**src/include/fifo_lab_macros.svh**
```systemverilog
`ifndef FIFO_LAB_MACROS_SVH
`define FIFO_LAB_MACROS_SVH

// ------------------------------
// FIFO geometry
// ------------------------------

// width of one stored value in bits
`define FIFO_WIDTH 4

// number of slots, one per display digit
`define FIFO_DEPTH 8

// ------------------------------
// seven-segment display
// ------------------------------

// digits on the board
`define W_DIGIT 8

// clock cycles each digit stays lit
`define DIGIT_PERIOD 16

`endif

```
**src/source/fifo_lab_pkg.sv**
```systemverilog
`include "fifo_lab_macros.svh"

package fifo_lab_pkg;

    // ------------------------------
    // payload and pointer types
    // ------------------------------

    // one hex digit, the value carried by the FIFO
    typedef logic [`FIFO_WIDTH - 1:0] nibble_t;

    // slot index, three bits for eight slots
    typedef logic [$clog2(`FIFO_DEPTH) - 1:0] ptr_t;

    // ------------------------------
    // display types
    // ------------------------------

    // segments in abcdefgh order, bit 7 is a and bit 0 is the dot
    typedef logic [7:0] seg_t;

    // middle bar only, marks a slot with no live entry
    localparam seg_t SEG_EMPTY_ENTRY = 8'b0000_0010;

endpackage

```
**src/source/nibble_source.sv**
```systemverilog
`timescale 1ns/1ps

module nibble_source
    import fifo_lab_pkg::*;
(
    input  logic    clk,
    input  logic    rst,
    input  logic    push,
    output nibble_t write_data
);

    // one table entry per possible index value
    localparam int N_ENTRY = 16;
    localparam int W_INDEX = $clog2(N_ENTRY);

    // ------------------------------
    // value table
    // ------------------------------

    localparam nibble_t VALUES [N_ENTRY] = '{
        4'h2, 4'h6, 4'hd, 4'hb, 4'h7, 4'he, 4'hc, 4'h4,
        4'h1, 4'h0, 4'h9, 4'ha, 4'hf, 4'h5, 4'h8, 4'h3
    };

    logic [W_INDEX - 1:0] index;

    // ------------------------------
    // index counter
    // ------------------------------

    // moves only on accepted pushes, wraps after the last entry
    always_ff @(posedge clk)
    begin
        if (rst)
            index <= '0;
        else if (push)
            index <= index + 1'b1;
    end

    // value for the next push is ready before the edge that takes it
    assign write_data = VALUES[index];

endmodule

```
**src/source/debug_fifo.sv**
```systemverilog
`timescale 1ns/1ps

`include "fifo_lab_macros.svh"

module debug_fifo
    import fifo_lab_pkg::*;
#(
    parameter type payload_t = nibble_t
)
(
    input  logic                         clk,
    input  logic                         rst,
    input  logic                         push,
    input  logic                         pop,
    input  payload_t                     write_data,
    output payload_t                     read_data,
    output logic                         empty,
    output logic                         full,
    output ptr_t                         wr_ptr,
    output ptr_t                         rd_ptr,
    output logic [`FIFO_DEPTH - 1:0]     slot_valid,
    output payload_t [`FIFO_DEPTH - 1:0] slot_data
);

    localparam ptr_t LAST_SLOT = ptr_t'(`FIFO_DEPTH - 1);

    ptr_t                         wr_ptr_q;
    ptr_t                         rd_ptr_q;
    logic                         wr_wrap_q;
    logic                         rd_wrap_q;
    logic [`FIFO_DEPTH - 1:0]     valid_q;
    payload_t [`FIFO_DEPTH - 1:0] data_q;

    // ------------------------------
    // write side
    // ------------------------------

    // the wrap bit flips each time the pointer passes the last slot
    always_ff @(posedge clk)
    begin
        if (rst)
        begin
            wr_ptr_q  <= '0;
            wr_wrap_q <= 1'b0;
        end
        else if (push)
        begin
            if (wr_ptr_q == LAST_SLOT)
            begin
                wr_ptr_q  <= '0;
                wr_wrap_q <= ~wr_wrap_q;
            end
            else
            begin
                wr_ptr_q <= ptr_t'(wr_ptr_q + 1'b1);
            end
        end
    end

    always_ff @(posedge clk)
    begin
        if (push)
            data_q[wr_ptr_q] <= write_data;
    end

    // ------------------------------
    // read side
    // ------------------------------

    always_ff @(posedge clk)
    begin
        if (rst)
        begin
            rd_ptr_q  <= '0;
            rd_wrap_q <= 1'b0;
        end
        else if (pop)
        begin
            if (rd_ptr_q == LAST_SLOT)
            begin
                rd_ptr_q  <= '0;
                rd_wrap_q <= ~rd_wrap_q;
            end
            else
            begin
                rd_ptr_q <= ptr_t'(rd_ptr_q + 1'b1);
            end
        end
    end

    // ------------------------------
    // per-slot valid flags
    // ------------------------------

    // push and pop never touch the same slot in one cycle:
    // equal pointers mean either empty (pop blocked) or full (push blocked)
    always_ff @(posedge clk)
    begin
        if (rst)
        begin
            valid_q <= '0;
        end
        else
        begin
            if (push)
                valid_q[wr_ptr_q] <= 1'b1;
            if (pop)
                valid_q[rd_ptr_q] <= 1'b0;
        end
    end

    // ------------------------------
    // status and debug view
    // ------------------------------

    // show-ahead head of queue
    assign read_data = data_q[rd_ptr_q];

    assign empty = (wr_ptr_q == rd_ptr_q) && (wr_wrap_q == rd_wrap_q);
    assign full  = (wr_ptr_q == rd_ptr_q) && (wr_wrap_q != rd_wrap_q);

    assign wr_ptr     = wr_ptr_q;
    assign rd_ptr     = rd_ptr_q;
    assign slot_valid = valid_q;
    assign slot_data  = data_q;

endmodule

```
**src/source/fifo_display.sv**
```systemverilog
`timescale 1ns/1ps

`include "fifo_lab_macros.svh"

module fifo_display
    import fifo_lab_pkg::*;
(
    input  logic                        clk,
    input  logic                        rst,
    input  logic [`FIFO_DEPTH - 1:0]    slot_valid,
    input  nibble_t [`FIFO_DEPTH - 1:0] slot_data,
    input  ptr_t                        wr_ptr,
    input  ptr_t                        rd_ptr,
    output seg_t                        abcdefgh,
    output logic [`W_DIGIT - 1:0]       digit
);

    localparam int N_DIGIT = `W_DIGIT;
    localparam int N_SLOT  = `FIFO_DEPTH;
    localparam int W_SCAN  = $clog2(`DIGIT_PERIOD);
    localparam int W_POS   = $clog2(N_DIGIT);

    localparam ptr_t LAST_SLOT = ptr_t'(N_SLOT - 1);

    logic [W_SCAN - 1:0]  scan_cnt;
    logic                 scan_step;
    logic                 scan_on;
    logic [W_POS - 1:0]   scan_pos;
    ptr_t                 slot_sel;
    logic [N_DIGIT - 1:0] digit_next;
    seg_t                 seg_next;

    // hex digit to segments, dot left clear
    function automatic seg_t hex_to_seg(input nibble_t value);
        case (value)
            4'h0:    return 8'b1111_1100;
            4'h1:    return 8'b0110_0000;
            4'h2:    return 8'b1101_1010;
            4'h3:    return 8'b1111_0010;
            4'h4:    return 8'b0110_0110;
            4'h5:    return 8'b1011_0110;
            4'h6:    return 8'b1011_1110;
            4'h7:    return 8'b1110_0000;
            4'h8:    return 8'b1111_1110;
            4'h9:    return 8'b1111_0110;
            4'ha:    return 8'b1110_1110;
            4'hb:    return 8'b0011_1110;
            4'hc:    return 8'b1001_1100;
            4'hd:    return 8'b0111_1010;
            4'he:    return 8'b1001_1110;
            default: return 8'b1000_1110;
        endcase
    endfunction

    // ------------------------------
    // scan divider
    // ------------------------------

    assign scan_step = (scan_cnt == W_SCAN'(`DIGIT_PERIOD - 1));

    always_ff @(posedge clk)
    begin
        if (rst)
            scan_cnt <= '0;
        else if (scan_step)
            scan_cnt <= '0;
        else
            scan_cnt <= scan_cnt + 1'b1;
    end

    // ------------------------------
    // digit rotation
    // ------------------------------

    // left to right: start at the top bit, count down, wrap to the top again
    always_ff @(posedge clk)
    begin
        if (rst)
        begin
            scan_on  <= 1'b0;
            scan_pos <= '0;
        end
        else if (scan_step)
        begin
            scan_on <= 1'b1;
            if (!scan_on || scan_pos == '0)
                scan_pos <= W_POS'(N_DIGIT - 1);
            else
                scan_pos <= scan_pos - 1'b1;
        end
    end

    // mirror: leftmost digit shows slot 0
    assign slot_sel   = LAST_SLOT - ptr_t'(scan_pos);
    assign digit_next = N_DIGIT'(1) << scan_pos;

    // ------------------------------
    // segment pattern
    // ------------------------------

    always_comb
    begin
        if (slot_valid[slot_sel])
            seg_next = hex_to_seg(slot_data[slot_sel]);
        else
            seg_next = SEG_EMPTY_ENTRY;

        // dot marks where either pointer sits
        if (slot_sel == wr_ptr || slot_sel == rd_ptr)
            seg_next[0] = 1'b1;
    end

    // digit and segments leave together, one cycle behind the select
    always_ff @(posedge clk)
    begin
        if (rst)
        begin
            digit    <= '0;
            abcdefgh <= '0;
        end
        else if (scan_on)
        begin
            digit    <= digit_next;
            abcdefgh <= seg_next;
        end
    end

endmodule

```
**src/source/fifo_lab_top.sv**
```systemverilog
`timescale 1ns/1ps

`include "fifo_lab_macros.svh"

module fifo_lab_top
    import fifo_lab_pkg::*;
(
    input  logic                  clk,
    input  logic                  rst,
    input  logic [1:0]            key,
    output seg_t                  abcdefgh,
    output logic [`W_DIGIT - 1:0] digit,
    output logic [7:0]            led
);

    logic                        push;
    logic                        pop;
    nibble_t                     write_data;
    nibble_t                     read_data;
    logic                        empty;
    logic                        full;
    ptr_t                        wr_ptr;
    ptr_t                        rd_ptr;
    logic [`FIFO_DEPTH - 1:0]    slot_valid;
    nibble_t [`FIFO_DEPTH - 1:0] slot_data;

    // ------------------------------
    // key gating
    // ------------------------------

    // blocked requests are simply dropped, nothing waits for them
    assign push = key[1] & ~full;
    assign pop  = key[0] & ~empty;

    // ------------------------------
    // producer, FIFO and display
    // ------------------------------

    nibble_source i_source
    (
        .clk        (clk),
        .rst        (rst),
        .push       (push),
        .write_data (write_data)
    );

    debug_fifo #(.payload_t(nibble_t)) i_fifo
    (
        .clk        (clk),
        .rst        (rst),
        .push       (push),
        .pop        (pop),
        .write_data (write_data),
        .read_data  (read_data),
        .empty      (empty),
        .full       (full),
        .wr_ptr     (wr_ptr),
        .rd_ptr     (rd_ptr),
        .slot_valid (slot_valid),
        .slot_data  (slot_data)
    );

    fifo_display i_display
    (
        .clk        (clk),
        .rst        (rst),
        .slot_valid (slot_valid),
        .slot_data  (slot_data),
        .wr_ptr     (wr_ptr),
        .rd_ptr     (rd_ptr),
        .abcdefgh   (abcdefgh),
        .digit      (digit)
    );

    // status LEDs: empty, full, two unused, head value
    assign led = {empty, full, 2'b00, read_data};

endmodule

```
**config.mk**
```make
export PLATFORM = sky130hd
export DESIGN_NAME = fifo_lab_top
export DESIGN_NICKNAME = d
export VERILOG_FILES = /design/src/source/fifo_lab_pkg.sv /design/src/source/nibble_source.sv /design/src/source/debug_fifo.sv /design/src/source/fifo_display.sv /design/src/source/fifo_lab_top.sv
export VERILOG_INCLUDE_DIRS = /design/src /design/src/include
export SDC_FILE = /design/constraint.sdc
export NUM_CORES = 1
export LEC_CHECK = 0
export BUFFER_PORTS_ARGS = -buffer_cell sky130_fd_sc_hd__buf_2
export CORE_ASPECT_RATIO = 1.25
export CORE_MARGIN = 4
export CORE_UTILIZATION = 50
export DETAILED_ROUTE_END_ITERATION = 8
export GPL_TIMING_DRIVEN = 0
export PLACE_DENSITY = 0.75
export RECOVER_POWER = 50
export SETUP_SLACK_MARGIN = 0.02
export SLEW_MARGIN = 20
export SYNTH_ARGS = -nofsm -noshare
export SYNTH_HDL_FRONTEND = slang
export SYNTH_SLANG_ARGS = --single-unit
```
**constraint.sdc**
```tcl
create_clock -name clk -period 5.3 [get_ports clk]
set_input_delay 1.06 -clock clk [delete_from_list [all_inputs] [get_ports clk]]
set_output_delay 1.06 -clock clk [all_outputs]
set_load 0.01 [all_outputs]
```
**Word-level counts from Yosys, hierarchy flattened**

Memory sizes are Yosys's and may differ from the RTL's.
Cells that the tools add are included.

- Register bits after elaboration: 76
- Bits in read-only memories: 176
- Output and inout bits: 24
- Word-level logic and storage cells: 86
- Memories kept: 2

- $add $sub $neg: 6
- $lt $le $gt $ge: 6
- Equal/unequal tests: 8
- Shifts and indexed selects: 1
- Muxes and demuxes: 23
- Bitwise operators: 10
- Reductions and logical operators: 11

Memory list:

| name | words | width | read ports | clocked after Yosys merged registers in | wr ports | line | RTL |
|---|---|---|---|---|---|---|---|
| (name not given) | 16 | 7 | 1 | 0 | 0 | fifo_display.sv:35 | `case (value)` |
| (name not given) | 16 | 4 | 1 | 0 | 0 | nibble_source.sv:41 | `assign write_data = VALUES[index];` |

Operator list:

| cell | number |
|---|---|
| bitwise mux 32 bit | 1 |
| two-way mux 8 bit | 4 |
| binary-select mux 4 bit (select 3 bit) | 2 |
| two-way mux 4 bit | 5 |
| demux 4 bit (select 3 bit) | 1 |
| < comparator 3 x 4 -> 1 bit, second input constant | 3 |
| equality test 3 bit | 3 |
| two-way mux 3 bit | 3 |
| adder 4 x 1 -> 4 bit, second input constant | 2 |
| AND 8 bit | 1 |
| NOT 8 bit | 1 |
| OR 8 bit | 1 |
| << shifter 1 x 3 -> 8 bit, first input constant | 1 |
| adder 3 x 1 -> 3 bit, second input constant | 2 |
| demux 1 bit (select 3 bit) | 2 |
| equality test 3 bit, second input constant | 2 |
| greater-or-equal comparator 3 x 1 -> 1 bit, second input constant | 2 |
| greater-or-equal comparator 5 bit, second input constant | 1 |
| NOT 4 -> 5 bit | 1 |
| equality test 4 bit, second input constant | 1 |
| logical AND 1 bit | 4 |
| two-way mux 1 bit | 4 |
| NOT 1 bit | 4 |
| AND reduction 2 bit | 2 |
| 10 further kinds | 12 |

**Depth between registers and ports, before layout**

- Word-level depth: 9
- Gate-level depth with buffers: 11

**Cells and area by module**

From an unflattened synthesis, not the netlist that was laid out.

- Cells, all modules: 339
- Area, all modules: 4031.4 µm²

Modules (own cells, without submodules):

| module | times used | cells an instance | area an instance (µm²) | sequential area each (µm²) |
|---|---|---|---|---|
| debug_fifo | 1 | 138 | 2079.5 | 1281.2 |
| fifo_display | 1 | 162 | 1595.3 | 480.5 |
| nibble_source | 1 | 32 | 295.3 | 80.1 |
| fifo_lab_top | 1 | 7 | 61.3 | 0.0 |

**Least setup slack after synthesis**

No wires, ideal clock.

- Path kind: reg-to-output
- From: register i_fifo.rd_ptr_q[0], in the netlist i_fifo.rd_ptr[0]
- To: output port led[0]
- Arrival: 1651 ps
- Data required time: 4240 ps
- Setup slack: 2589 ps
- Stages on the path, launching flop included: 4
- Path buffers: 1
- Cell sequence: dfxtp_1 -> clkbuf_1 -> mux4_2 -> mux2_2

- Word-level cells in the longest chain between the ends: 2

RTL lines:

| element | line | RTL |
|---|---|---|
| from (decl) | debug_fifo.sv:28 | `ptr_t rd_ptr_q;` |
| from (signal assigned) | debug_fifo.sv:86 | `rd_ptr_q <= ptr_t'(rd_ptr_q + 1'b1);` |
| binary-select mux 4 bit (select 3 bit) | debug_fifo.sv:117 | `assign read_data = data_q[rd_ptr_q];` |
| two-way mux 4 bit (implied by the code) | debug_fifo.sv:117 |  |
| to (decl) | fifo_lab_top.sv:13 | `output logic [7:0] led` |

Every way passes these cells. The select of a mux whose other input is x is not followed.

**Worst setup path in the final report**

- From: register i_fifo.rd_ptr_q[0], in the netlist i_fifo.rd_ptr[0]
- To: output port led[1]

Same word-level chain as after synthesis.

==> out/results.ini <==
[placement]
placed_area_um2 = 4150
dp_hpwl_um = 5990
gp_congestion = 0.878
port_buffers = 24

[global_routing]
grt_pass1_wl_um = 13900
grt_pass1_vias = 2791
grt_usage_pct = 19.5
grt_max_degree = 14
grt-ovfl-total = 0
antenna_found_initial = 0

[logic_synthesis]
synth_area_leaders = edfxtp_1 25%, dfxtp_1 23%, mux4_2 10%, ha_1 6.4%, nor2_1 3.3%
syn-cell-area_um2 = 3910
synth_top_area_share_pct = 24.6
netlist_top_cells_count = 44 x dfxtp_1, 34 x nor2_1, 32 x edfxtp_1
synth_cells = 351
yosysTopAreaCell = edfxtp_1
ys_warn_count = 0
synthArstFlopShare_pct = 0
synth_ff_type = dfxtp_1
ys_types = 48
yosysMostFrequentCell = dfxtp_1
seq_area_frac_synth_pct = 47.1
yosys_register_bits = 76
syn_area_per_cell_um2 = 11.1
synth_edf_count = 32

[clock_tree]
cts_setup_buffers = 0
cts_sinks = 76
clk_pin_slew_ps = 80
numCtsBuffers = 9
htreeDepth = 3
cts_tree = yes
clock_latency_ps = 350
cts_root_buf = clkbuf_8
cts_buffer_depth = 2
cts_resized = 0
holdBufCountCts = 0

[timing]
skew_ps = 11.9
slew_headroom_pct = 30.8
period_needed_ps = 3560
finalSetupTns_ps = 0
tightest_slew_ps = 1030
hold_slack_ps = 467
hold_viol = 0
setup-violations-final = 0
rsz0062_at_grt = no
period_share_pct = 67.2
fmax_mhz = 281
finalMaxSlewViolations = 0

[worst_setup_path]
crit_path_start_kind = register
arrival_ps = 2500
cp-end-kind = output port
crit_required_ps = 4240
slowest_delay_ps = 600
cp_cell_sequence = clkbuf_1 -> mux4_2 -> mux2_2 -> buf_2
path_class = reg -> out
crit_slowest_cell = clkbuf_1
path_max_fanout = 10

[status]
outcome = complete, no violations

[power_and_ir_drop]
power_density_nw_per_um2 = 275
ir_drop_mv = 0.164
power.leakage_nw = 1.62

[cells_and_area]
fillers = 596
multi_input_area_um2 = 1890
diodes = 0
nets = 411
final_area_um2 = 4340
area_growth_pct = 10.9
layout-drive-gt1-share_pct = 14.8
register_area_um2 = 1840

[detailed_routing]
dr.pass1.iters = 4
drt_iter0_drc = 167
vias = 2716
drt-wirelength-per-cell_um = 17.0
drc_errors = 0
wl_um = 8230
detail-route-antenna-nets = 0
via_per_inst = 5.61

[floorplan]
rows = 35
dieArea_um2 = 9310
core_area_um2 = 7490
ioPinCount = 28
die_w_um = 87.1
initial_utilization_pct = 52.2
die_y_um = 107

[run]
drv_cap = 0

[hold_path]
hp-class = reg -> reg

[layout by cell type (no fill, tap or decap), drive strengths merged, types with 2 or more instances in the layout]
master and n:
clkbuf 48, dfxtp 44, nor2 35, edfxtp 32
nand2 26, a21oi 26, ha 20, mux4 19
buf 16, xor2 13, inv 13, nand2b 11
mux2i 10, nand3 8, o21a 8, o21ai 7
nor2b 7, mux2 6, nor3 5, a31oi 4
or3 3, xnor2 3, a211oi 3, nor3b 3
and3 2, a311oi 2, a22o 2, o221ai 2
conb 2, clkinv 2
[flip-flops by register name (all words and copies together) (netlist names), 3 cells and up]
signal	cells
i_fifo.slot_valid	8
i_display.digit	8
i_source.index	4
i_fifo.rd_ptr	3
i_fifo.wr_ptr	3
i_display.abcdefgh	8
i_display.scan_cnt	4
i_display.scan_pos	3
i_fifo.slot_data	32
[power by group]
part           switching [mW]  leakage [nW]  internal, mW
clock network           0.208         0.107         0.241
registers              0.0113         0.640         0.625
logic                  0.0620         0.873        0.0444
total                   0.282          1.62         0.910
[metrics by stage]
step | std cells | utilization, % | total power, mW | setup WS, ps
2_1_floorplan | 352 | - | 0.725 | 2590
3_3_place_gp | 468 | 55.4 | 0.752 | 2120
3_5_place_dp | 468 | 55.4 | 0.756 | 2130
4_1_cts | 484 | 58.2 | 1.20 | 1730
5_1_grt | 484 | 57.9 | 1.24 | 1610
6_report | 484 | 57.9 | 1.19 | 1740
[metal layers]
| metal | vias up | part of all wire [%] | global-route usage, % |
|---|---|---|---|
| li1 | 1326 | - | - |
| met5 | - | 0 | 0 |
| met2 | 59 | 53 | 34.0 |
| met3 | 9 | 4.6 | 4.38 |
| met1 | 1322 | 41 | 23.6 |
| met4 | 0 | 1.1 | 6.25 |
[cell families (layout without fill, tap and decap cells)]
family                     after synthesis  count (layout)  synth area share (%)
buffers and inverters                   39              79                  4.60
adders and majority gates               20              20                  6.40
other                                    1               2                0.0958
DFF                                     76              76                  47.1
muxes                                   35              35                  15.7
and+or+nand+nor                        102             102                  12.2
AOI/OAI and AO/OA                       62              62                  10.3
xor gates and xnor gates                16              16                  3.58
[cell type report]
type	count	share of cell area (%)
multi-input combinational	237	43.7
timing repair buffer	24	2.31
clock buffer	14	4.50
sequential	76	42.5
buffer	26	2.97
tap	92	2.65
inverter	13	1.12
clock inverter	2	0.317
[critical path, delay by kind of cell, from the launching register on]
family	cells	cell delay [ps]
buffers and inverters	2	740
muxes	2	880
DFF	1	540
[worst paths after layout]
| check | startpoint | end | slack (ps) | cells after the start |
|---|---|---|---|---|
| setup / recovery | i_fifo.rd_ptr[0] | led[1] | 1740 | 4 |
| hold / removal | i_display.abcdefgh[3] | i_display.abcdefgh[3] | 470 | 2 |
| setup reg to reg | i_display.scan_pos[1] | i_display.abcdefgh[4] | 2350 | 9 |
| hold reg to reg | i_display.abcdefgh[3] | i_display.abcdefgh[3] | 470 | 2 |
No activity file was read; power rests on OpenSTA's default activity.
